**src/uart_cmd_cfg.svh**
```systemverilog
`ifndef UART_CMD_CFG_SVH
`define UART_CMD_CFG_SVH

// ****************************************
// Link timing
// ****************************************

// Clocks per serial bit. 8 keeps simulation short
// For a 50 MHz clock at 115200 baud this becomes 434
`define UART_CLKS_PER_BIT 8

// Start, eight data bits, parity and stop
`define UART_FRAME_BITS 11

// ****************************************
// Command shape
// ****************************************

// Bytes per host command, sent high byte first
`define UART_CMD_BYTES 2

`endif

```
**src/uart_cmd_pkg.sv**
```systemverilog
`default_nettype none

`include "uart_cmd_cfg.svh"

package uart_cmd_pkg;

  // ****************************************
  // Data widths
  // ****************************************

  typedef logic [`UART_CMD_BYTES*8-1:0] cmd_word_t;
  typedef logic [7:0] uart_byte_t;

  // Bit 0 is the start bit and goes out first
  typedef logic [`UART_FRAME_BITS-1:0] frame_t;

  typedef logic [3:0] bit_cnt_t;

  // Must hold the largest divisor in use (434)
  typedef logic [8:0] baud_cnt_t;

  typedef struct packed {
    logic       parity_err;
    uart_byte_t data;
  } rx_word_t;

  // ****************************************
  // State machines
  // ****************************************

  typedef enum logic [2:0] {
    split_idle,
    split_send_hi,
    split_wait_hi,
    split_send_lo,
    split_wait_lo
  } split_state_e;

  typedef enum logic [2:0] {
    rx_idle,
    rx_start,
    rx_data,
    rx_parity,
    rx_stop
  } rx_state_e;

endpackage

`default_nettype wire

```
**src/uart_cmd_split.sv**
```systemverilog
`timescale 1ns/10ps
`default_nettype none

module uart_cmd_split (
  input  logic                    clk,
  input  logic                    rst_n,
  input  uart_cmd_pkg::cmd_word_t cmd_in,
  input  logic                    cmd_vld,
  output logic                    cmd_rdy,
  input  logic                    tx_done,
  output uart_cmd_pkg::uart_byte_t tx_byte,
  output logic                    tx_start
);

  uart_cmd_pkg::split_state_e state_q;
  uart_cmd_pkg::split_state_e state_d;
  uart_cmd_pkg::cmd_word_t    cmd_q;
  logic                       accept;

  // The host may only hand over a command while the link is idle
  assign cmd_rdy = (state_q == uart_cmd_pkg::split_idle);
  assign accept  = cmd_vld && cmd_rdy;

  // ****************************************
  // Command holding register
  // ****************************************

  // Captured once per command so later changes on cmd_in are ignored
  always_ff @(posedge clk) begin
    if (accept) begin
      cmd_q <= cmd_in;
    end
  end

  // ****************************************
  // Byte sequencing
  // ****************************************

  always_comb begin
    state_d = state_q;
    unique case (state_q)
      uart_cmd_pkg::split_idle: begin
        if (accept) begin
          state_d = uart_cmd_pkg::split_send_hi;
        end
      end
      uart_cmd_pkg::split_send_hi: begin
        state_d = uart_cmd_pkg::split_wait_hi;
      end
      uart_cmd_pkg::split_wait_hi: begin
        if (tx_done) begin
          state_d = uart_cmd_pkg::split_send_lo;
        end
      end
      uart_cmd_pkg::split_send_lo: begin
        state_d = uart_cmd_pkg::split_wait_lo;
      end
      uart_cmd_pkg::split_wait_lo: begin
        if (tx_done) begin
          state_d = uart_cmd_pkg::split_idle;
        end
      end
      default: begin
        state_d = uart_cmd_pkg::split_idle;
      end
    endcase
  end

  always_ff @(posedge clk or negedge rst_n) begin
    if (!rst_n) begin
      state_q <= uart_cmd_pkg::split_idle;
    end else begin
      state_q <= state_d;
    end
  end

  // One start strobe per byte, each lasting a single cycle
  assign tx_start = (state_q == uart_cmd_pkg::split_send_hi) ||
                    (state_q == uart_cmd_pkg::split_send_lo);

  // High byte goes first
  always_comb begin
    if ((state_q == uart_cmd_pkg::split_send_hi) ||
        (state_q == uart_cmd_pkg::split_wait_hi)) begin
      tx_byte = cmd_q[15:8];
    end else begin
      tx_byte = cmd_q[7:0];
    end
  end

endmodule

`default_nettype wire

```
**src/uart_tx_frame.sv**
```systemverilog
`timescale 1ns/10ps
`default_nettype none

`include "uart_cmd_cfg.svh"

module uart_tx_frame (
  input  logic                     clk,
  input  logic                     rst_n,
  input  uart_cmd_pkg::uart_byte_t tx_byte,
  input  logic                     tx_start,
  output logic                     tx,
  output logic                     tx_done
);

  localparam uart_cmd_pkg::baud_cnt_t baud_last =
    uart_cmd_pkg::baud_cnt_t'(`UART_CLKS_PER_BIT - 1);
  localparam uart_cmd_pkg::bit_cnt_t bit_last =
    uart_cmd_pkg::bit_cnt_t'(`UART_FRAME_BITS - 1);

  uart_cmd_pkg::frame_t    frame;
  uart_cmd_pkg::frame_t    shift_q;
  uart_cmd_pkg::baud_cnt_t baud_cnt_q;
  uart_cmd_pkg::bit_cnt_t  bit_cnt_q;
  logic                    busy_q;
  logic                    bit_end;

  // Stop, odd parity, data LSB first, start in bit 0
  assign frame = {1'b1, ~^tx_byte, tx_byte, 1'b0};

  assign bit_end = busy_q && (baud_cnt_q == baud_last);

  // Last clock of the stop bit
  assign tx_done = bit_end && (bit_cnt_q == bit_last);

  // ****************************************
  // Shifter and bit timing
  // ****************************************

  always_ff @(posedge clk or negedge rst_n) begin
    if (!rst_n) begin
      busy_q     <= 1'b0;
      baud_cnt_q <= '0;
      bit_cnt_q  <= '0;
      shift_q    <= '1;
      tx         <= 1'b1;
    end else if (tx_start && !busy_q) begin
      busy_q     <= 1'b1;
      baud_cnt_q <= '0;
      bit_cnt_q  <= '0;
      tx         <= frame[0];
      shift_q    <= {1'b1, frame[`UART_FRAME_BITS-1:1]};
    end else if (busy_q) begin
      if (bit_end) begin
        baud_cnt_q <= '0;
        // Ones fill in from the top, so the line settles high after stop
        tx         <= shift_q[0];
        shift_q    <= {1'b1, shift_q[`UART_FRAME_BITS-1:1]};
        if (bit_cnt_q == bit_last) begin
          busy_q    <= 1'b0;
          bit_cnt_q <= '0;
        end else begin
          bit_cnt_q <= bit_cnt_q + 1'b1;
        end
      end else begin
        baud_cnt_q <= baud_cnt_q + 1'b1;
      end
    end
  end

endmodule

`default_nettype wire

```
**src/uart_rx_frame.sv**
```systemverilog
`timescale 1ns/10ps
`default_nettype none

`include "uart_cmd_cfg.svh"

module uart_rx_frame (
  input  logic                   clk,
  input  logic                   rst_n,
  input  logic                   rx,
  output uart_cmd_pkg::rx_word_t read_data,
  output logic                   read_rdy
);

  localparam uart_cmd_pkg::baud_cnt_t baud_last =
    uart_cmd_pkg::baud_cnt_t'(`UART_CLKS_PER_BIT - 1);
  localparam uart_cmd_pkg::baud_cnt_t baud_half =
    uart_cmd_pkg::baud_cnt_t'(`UART_CLKS_PER_BIT / 2 - 1);
  localparam uart_cmd_pkg::bit_cnt_t data_last = 4'd7;

  logic                      rx_meta;
  logic                      rx_sync;
  logic                      rx_prev;
  logic                      fall;
  uart_cmd_pkg::rx_state_e   state_q;
  uart_cmd_pkg::baud_cnt_t   baud_cnt_q;
  uart_cmd_pkg::bit_cnt_t    bit_cnt_q;
  uart_cmd_pkg::uart_byte_t  data_q;
  logic                      parity_q;

  // ****************************************
  // Input synchronizer
  // ****************************************

  // Idle line is high, so reset to high to avoid a false start edge
  always_ff @(posedge clk or negedge rst_n) begin
    if (!rst_n) begin
      rx_meta <= 1'b1;
      rx_sync <= 1'b1;
      rx_prev <= 1'b1;
    end else begin
      rx_meta <= rx;
      rx_sync <= rx_meta;
      rx_prev <= rx_sync;
    end
  end

  assign fall = rx_prev && !rx_sync;

  // ****************************************
  // Frame receiver
  // ****************************************

  always_ff @(posedge clk) begin
    if ((state_q == uart_cmd_pkg::rx_data) && (baud_cnt_q == baud_last)) begin
      data_q <= {rx_sync, data_q[7:1]};
    end
    if ((state_q == uart_cmd_pkg::rx_parity) && (baud_cnt_q == baud_last)) begin
      parity_q <= rx_sync;
    end
  end

  always_ff @(posedge clk or negedge rst_n) begin
    if (!rst_n) begin
      state_q    <= uart_cmd_pkg::rx_idle;
      baud_cnt_q <= '0;
      bit_cnt_q  <= '0;
      read_rdy   <= 1'b0;
      read_data  <= '0;
    end else begin
      read_rdy <= 1'b0;
      unique case (state_q)
        uart_cmd_pkg::rx_idle: begin
          baud_cnt_q <= '0;
          bit_cnt_q  <= '0;
          if (fall) begin
            state_q <= uart_cmd_pkg::rx_start;
          end
        end
        uart_cmd_pkg::rx_start: begin
          if (baud_cnt_q == baud_half) begin
            baud_cnt_q <= '0;
            // A line back high at mid start bit was only a glitch
            if (rx_sync) begin
              state_q <= uart_cmd_pkg::rx_idle;
            end else begin
              state_q <= uart_cmd_pkg::rx_data;
            end
          end else begin
            baud_cnt_q <= baud_cnt_q + 1'b1;
          end
        end
        uart_cmd_pkg::rx_data: begin
          if (baud_cnt_q == baud_last) begin
            baud_cnt_q <= '0;
            bit_cnt_q  <= bit_cnt_q + 1'b1;
            if (bit_cnt_q == data_last) begin
              state_q <= uart_cmd_pkg::rx_parity;
            end
          end else begin
            baud_cnt_q <= baud_cnt_q + 1'b1;
          end
        end
        uart_cmd_pkg::rx_parity: begin
          if (baud_cnt_q == baud_last) begin
            baud_cnt_q <= '0;
            state_q    <= uart_cmd_pkg::rx_stop;
          end else begin
            baud_cnt_q <= baud_cnt_q + 1'b1;
          end
        end
        uart_cmd_pkg::rx_stop: begin
          if (baud_cnt_q == baud_last) begin
            state_q <= uart_cmd_pkg::rx_idle;
            // A low stop bit is a framing error and the byte is dropped
            if (rx_sync) begin
              read_data.data       <= data_q;
              read_data.parity_err <= ~(^{parity_q, data_q});
              read_rdy             <= 1'b1;
            end
          end else begin
            baud_cnt_q <= baud_cnt_q + 1'b1;
          end
        end
        default: begin
          state_q <= uart_cmd_pkg::rx_idle;
        end
      endcase
    end
  end

endmodule

`default_nettype wire

```
**src/uart_cmd.sv**
```systemverilog
`timescale 1ns/10ps
`default_nettype none

module uart_cmd (
  input  logic                    clk,
  input  logic                    rst_n,
  input  uart_cmd_pkg::cmd_word_t cmd_in,
  input  logic                    cmd_vld,
  output logic                    cmd_rdy,
  input  logic                    rx,
  output logic                    tx,
  output uart_cmd_pkg::rx_word_t  read_data,
  output logic                    read_rdy
);

  uart_cmd_pkg::uart_byte_t tx_byte;
  logic                     tx_start;
  logic                     tx_done;

  // ****************************************
  // Transmit path
  // ****************************************

  uart_cmd_split uart_cmd_split_inst (
    .clk      (clk),
    .rst_n    (rst_n),
    .cmd_in   (cmd_in),
    .cmd_vld  (cmd_vld),
    .cmd_rdy  (cmd_rdy),
    .tx_done  (tx_done),
    .tx_byte  (tx_byte),
    .tx_start (tx_start)
  );

  uart_tx_frame uart_tx_frame_inst (
    .clk      (clk),
    .rst_n    (rst_n),
    .tx_byte  (tx_byte),
    .tx_start (tx_start),
    .tx       (tx),
    .tx_done  (tx_done)
  );

  // ****************************************
  // Receive path
  // ****************************************

  // Runs on its own and shares nothing with the transmit side
  uart_rx_frame uart_rx_frame_inst (
    .clk       (clk),
    .rst_n     (rst_n),
    .rx        (rx),
    .read_data (read_data),
    .read_rdy  (read_rdy)
  );

endmodule

`default_nettype wire

```
**config.mk**
```make
export PLATFORM = sky130hd
export DESIGN_NAME = uart_cmd
export DESIGN_NICKNAME = d
export VERILOG_FILES = /design/src/uart_cmd_pkg.sv /design/src/uart_cmd_split.sv /design/src/uart_tx_frame.sv /design/src/uart_rx_frame.sv /design/src/uart_cmd.sv
export VERILOG_INCLUDE_DIRS = /design/src /design/src/src
export SDC_FILE = /design/constraint.sdc
export NUM_CORES = 1
export LEC_CHECK = 0
export ABC_AREA = 1
export BUFFER_PORTS_ARGS = -buffer_cell sky130_fd_sc_hd__buf_2
export CELL_PAD_IN_SITES_DETAIL_PLACEMENT = 1
export CELL_PAD_IN_SITES_GLOBAL_PLACEMENT = 1
export CORE_AREA = 2 2 131 69
export CTS_BUF_LIST = sky130_fd_sc_hd__clkbuf_2
export DETAILED_ROUTE_END_ITERATION = 8
export DIE_AREA = 0 0 133 71
export GPL_ROUTABILITY_DRIVEN = 0
export PLACE_DENSITY_LB_ADDON = 0.1
export SYNTH_ARGS = -nofsm -noshare
export SYNTH_HDL_FRONTEND = slang
export SYNTH_HIERARCHICAL = 1
export SYNTH_SLANG_ARGS = --single-unit
```
**constraint.sdc**
```tcl
create_clock -name clk -period 3.8 [get_ports clk]
set_input_delay 0.19 -clock clk [delete_from_list [all_inputs] [get_ports clk]]
set_output_delay 0.19 -clock clk [all_outputs]
set_load 0.1 [all_outputs]
```
==> qor.txt <==
LOGIC SYNTHESIS
---------------------------------------------------------------------------------
Number of distinct library cells after synthesis                               38
Synthesized instance count                                                    481
Primary FF master, synth                                             sky130_fd_sc_hd__dfrtp_1
Synth Register Bits                                                            81
Fraction of synthesis flops using an asynchronous set or reset pin         69.14%
Number of enable flip-flop cells after synthesis                               25
Post-Syn Nets                                                                 506
Avg Cell Area, Syn                                                     8.597 um^2
Number of warnings printed during yosys synthesis                               6
Netlist area before placement                                           4135 um^2
Portion of the post-synthesis area used by sequential elements             52.44%

ROUTE
---------------------------------------------------------------------------------
Residual DRC                                                                    0
Vias per cell                                                               5.128
Detailed-routing iteration count for the pre-antenna-repair pass                4
Total vias in the final route                                                3374
Detailed Route WL                                                        10400 um
Violation count after the first detailed-route iteration                      168
Avg WL per Cell                                                          15.81 um
Antenna viol nets, final                                                        0

FLOW RUN
---------------------------------------------------------------------------------
Max-cap viol count                                                              0

GLOBAL ROUTE
---------------------------------------------------------------------------------
Vias in the first global route                                               3544
Wire length of the first global-routing pass                             17890 um
Antenna violations before repair                                                0
Global Route Usage Sum                                                     24.91%
Total congestion overflow after global routing                                  0
Largest net degree at the start of global routing                              32

LAYOUT
---------------------------------------------------------------------------------
Area taken by multi-input logic gates                                   1669 um^2
Share of layout cells above drive strength 1                               19.41%
Number of fill cells in the layout                                           1004
Leading cell types in the layout, fill and taps excluded             sky130_fd_sc_hd__nand2_1, sky130_fd_sc_hd__inv_1, sky130_fd_sc_hd__nor2_1
Total area of sequential cells                                          2168 um^2
Final antenna diode count                                                       0
Utilization after layout                                                   56.02%
Most common cell after layout, fill and taps aside                   sky130_fd_sc_hd__nand2_1
Nets                                                                          561
Area growth from synthesis to final layout                                 13.49%

CTS
---------------------------------------------------------------------------------
Clock buffer count from CTS                                                     9
Register clock-pin slew on the reported worst setup and hold paths        0.23 ns
Clock latency at the later pin of the worst-skew pair                     0.54 ns
Hold buffers post-CTS                                                          18
Gates resized, CTS repair                                                       0
Clock tree from TritonCTS                                                   built
Max Root-Sink Buffers                                                           2
Sink count of the clock tree                                                   81
Post-CTS setup buffer count                                                     0
# H-tree levels                                                                 3
Root cell of the clock tree                                          sky130_fd_sc_hd__clkbuf_2

STA
---------------------------------------------------------------------------------
Highest achievable clock rate                                           458.8 MHz
Count of endpoints failing hold in the final timing report                      0
Min cycle time layout                                                    2.180 ns
Slew @ Worst Pin                                                         1.242 ns
Final worst-path cycle share                                               57.36%
Post-route worst hold slack                                            0.07762 ns
Slew Viols, Final                                                               0
Worst Clk Skew                                                         0.02840 ns
Unrepaired setup endpoints after global routing                             false
Total Neg Setup Slack                                                        0 ns
Max_slew headroom                                                          16.75%
Endpoints failing setup                                                         0

DIE
---------------------------------------------------------------------------------
Initial core utilization                                                   49.36%
Area of the core                                                        8378 um^2
Placement row count                                                            24
Die Y                                                                       71 um
Number of placed I/O pins                                                      32
Die width                                                                  133 um
Die Footprint                                                           9443 um^2

PLACE
---------------------------------------------------------------------------------
I/O Buffers                                                                    31
Placed wire-length estimate                                               7129 um

CRITICAL PATH
---------------------------------------------------------------------------------
Critical setup path kind                                             flip-flop to output pin
Data required time at the worst endpoint                                  3.61 ns
Arrival time at the worst endpoint                                        1.99 ns
Reg2reg start                                                        uart_cmd_split_inst/state_q[0]$_DFFE_PN0P_
Startpoint type of the worst setup path                                 flip-flop
Logic depth of the worst register-to-register path                              3
FF-to-FF End                                                         uart_cmd_split_inst/cmd_q[8]$_DFFE_PP_
Worst Path Max Fanout                                                           4
Setup slack of the worst register-to-register path                        1.69 ns
Category of the worst setup path capture point                         output pin

MIN PATH
---------------------------------------------------------------------------------
Worst Hold Endpoint                                                  uart_cmd_split_inst/state_q[0]$_DFFE_PN0P_
Class of the tightest hold or removal check                          input port to flip-flop
Startpoint of the worst hold path                                         cmd_vld
Cells on Worst Hold Path                                                        5

PWR
---------------------------------------------------------------------------------
Worst VDD drop                                                          0.3376 mV
Leakage power total                                                      2.319 nW
Power per cell area                                                  647.6 nW/um^2
Total power                                                              3.039 mW

RUN STATUS
---------------------------------------------------------------------------------
Status                                                               complete, no violations

[critical path, stage by stage (launching register included)]
cell and delay (ns):
sky130_fd_sc_hd__dfrtp_1 0.46, sky130_fd_sc_hd__nor2_2 0.24, sky130_fd_sc_hd__inv_1 0.12, sky130_fd_sc_hd__nor2_1 0.16, sky130_fd_sc_hd__buf_2 0.46
[report_power, final]
| group | total (mW) | leakage [nW] | internal, mW | switching [mW] |
|---|---|---|---|---|
| Sequential | 1.28 | 0.938 | 1.12 | 0.154 |
| Combinational | 1.29 | 1.31 | 0.389 | 0.900 |
| Clock | 0.472 | 0.0684 | 0.161 | 0.311 |
[cells by family after synthesis]
group	after synthesis	share of synthesized area, %
AOI/OAI and AO/OA	51	7.232
and+or+nand+nor	261	29.17
DFF	81	52.44
xor gates and xnor gates	11	2.330
buffers and inverters	72	7.322
adders and majority gates	5	1.513
[through the flow]
stage / setup slack (ns) / std cells / instance area, um^2
after CTS: 1.595 / 658 / 4693
after global routing: 1.470 / 658 / 4693
after floorplan: 1.569 / 481 / 4135
after detailed placement: 1.714 / 624 / 4399
final: 1.620 / 658 / 4693
after global placement: 1.822 / 624 / 4399
[state kept, by name, indices dropped and copies added, names as in the netlist]
| signal | count |
|---|---|
| uart_cmd_split_inst/cmd_q | 16 |
| uart_cmd_split_inst/state_q | 3 |
| uart_tx_frame_inst/shift_q | 9 |
| uart_tx_frame_inst/tx | 1 |
| uart_rx_frame_inst/data_q | 8 |
| uart_rx_frame_inst/rx_prev | 1 |
| uart_tx_frame_inst/baud_cnt_q | 9 |
| uart_tx_frame_inst/busy_q | 1 |
| uart_rx_frame_inst/read_rdy | 1 |
| uart_rx_frame_inst/rx_sync | 1 |
| uart_rx_frame_inst/parity_q | 1 |
| uart_rx_frame_inst/read_data | 9 |
| uart_rx_frame_inst/state_q | 3 |
| uart_tx_frame_inst/bit_cnt_q | 4 |
| uart_rx_frame_inst/baud_cnt_q | 9 |
| uart_rx_frame_inst/bit_cnt_q | 4 |
| uart_rx_frame_inst/rx_meta | 1 |
[worst max path at each step]
stage / startpoint / endpoint / slack [ns] / depth (start not counted)
2_1_floorplan: uart_cmd_split_inst/state_q[2]$_DFFE_PN0P_ / uart_cmd_split_inst/cmd_q[0]$_DFFE_PP_ / 1.57 / 3
3_3_place_gp: uart_cmd_split_inst/state_q[2]$_DFFE_PN0P_ / uart_cmd_split_inst/cmd_q[14]$_DFFE_PP_ / 1.82 / 3
3_5_place_dp: uart_cmd_split_inst/state_q[2]$_DFFE_PN0P_ / uart_cmd_split_inst/cmd_q[11]$_DFFE_PP_ / 1.71 / 3
4_1_cts: uart_cmd_split_inst/state_q[2]$_DFFE_PN0P_ / cmd_rdy / 1.60 / 4
5_1_grt: uart_cmd_split_inst/state_q[0]$_DFFE_PN0P_ / cmd_rdy / 1.47 / 4
6_report: uart_cmd_split_inst/state_q[0]$_DFFE_PN0P_ / cmd_rdy / 1.62 / 4
[metal layers]
layer | GRT usage [%] | vias to the layer above | wire length (um)
met5 | 0 | - | 0
met4 | 8.363 | 0 | 162
met3 | 5.806 | 13 | 466
met2 | 37.94 | 72 | 4487
met1 | 35.48 | 1635 | 5286
li1 | - | 1654 | -
[synth_stat cells (4+ instances only)]
library cell / n / area share [%]
sky130_fd_sc_hd__o21ai_1: 5 / 0.61
sky130_fd_sc_hd__nand2_2: 13 / 2.0
sky130_fd_sc_hd__nand4_1: 4 / 0.61
sky130_fd_sc_hd__ha_1: 5 / 1.5
sky130_fd_sc_hd__nor3_1: 4 / 0.48
sky130_fd_sc_hd__o21ai_0: 20 / 2.4
sky130_fd_sc_hd__inv_2: 4 / 0.36
sky130_fd_sc_hd__o21ai_2: 6 / 1.3
sky130_fd_sc_hd__nor2_1: 46 / 4.2
sky130_fd_sc_hd__dfstp_2: 13 / 8.3
sky130_fd_sc_hd__nand3_1: 44 / 5.3
sky130_fd_sc_hd__dfrtp_1: 43 / 26
sky130_fd_sc_hd__edfxtp_1: 25 / 18
sky130_fd_sc_hd__nor2_4: 4 / 1.1
sky130_fd_sc_hd__xor2_1: 10 / 2.1
sky130_fd_sc_hd__a21oi_1: 10 / 1.2
sky130_fd_sc_hd__nand2_1: 131 / 12
sky130_fd_sc_hd__inv_1: 58 / 5.3
[layout make-up]
cell class                 instances  share of cell area [%]
multi-input combinational        328                   35.56
inverter                          66                   5.385
tap                              117                   3.119
clock inverter                     4                   1.146
sequential                        81                   46.20
timing repair buffer              50                   7.305
clock buffer                      12                   1.280
No activity file was read; power rests on OpenSTA's default activity.
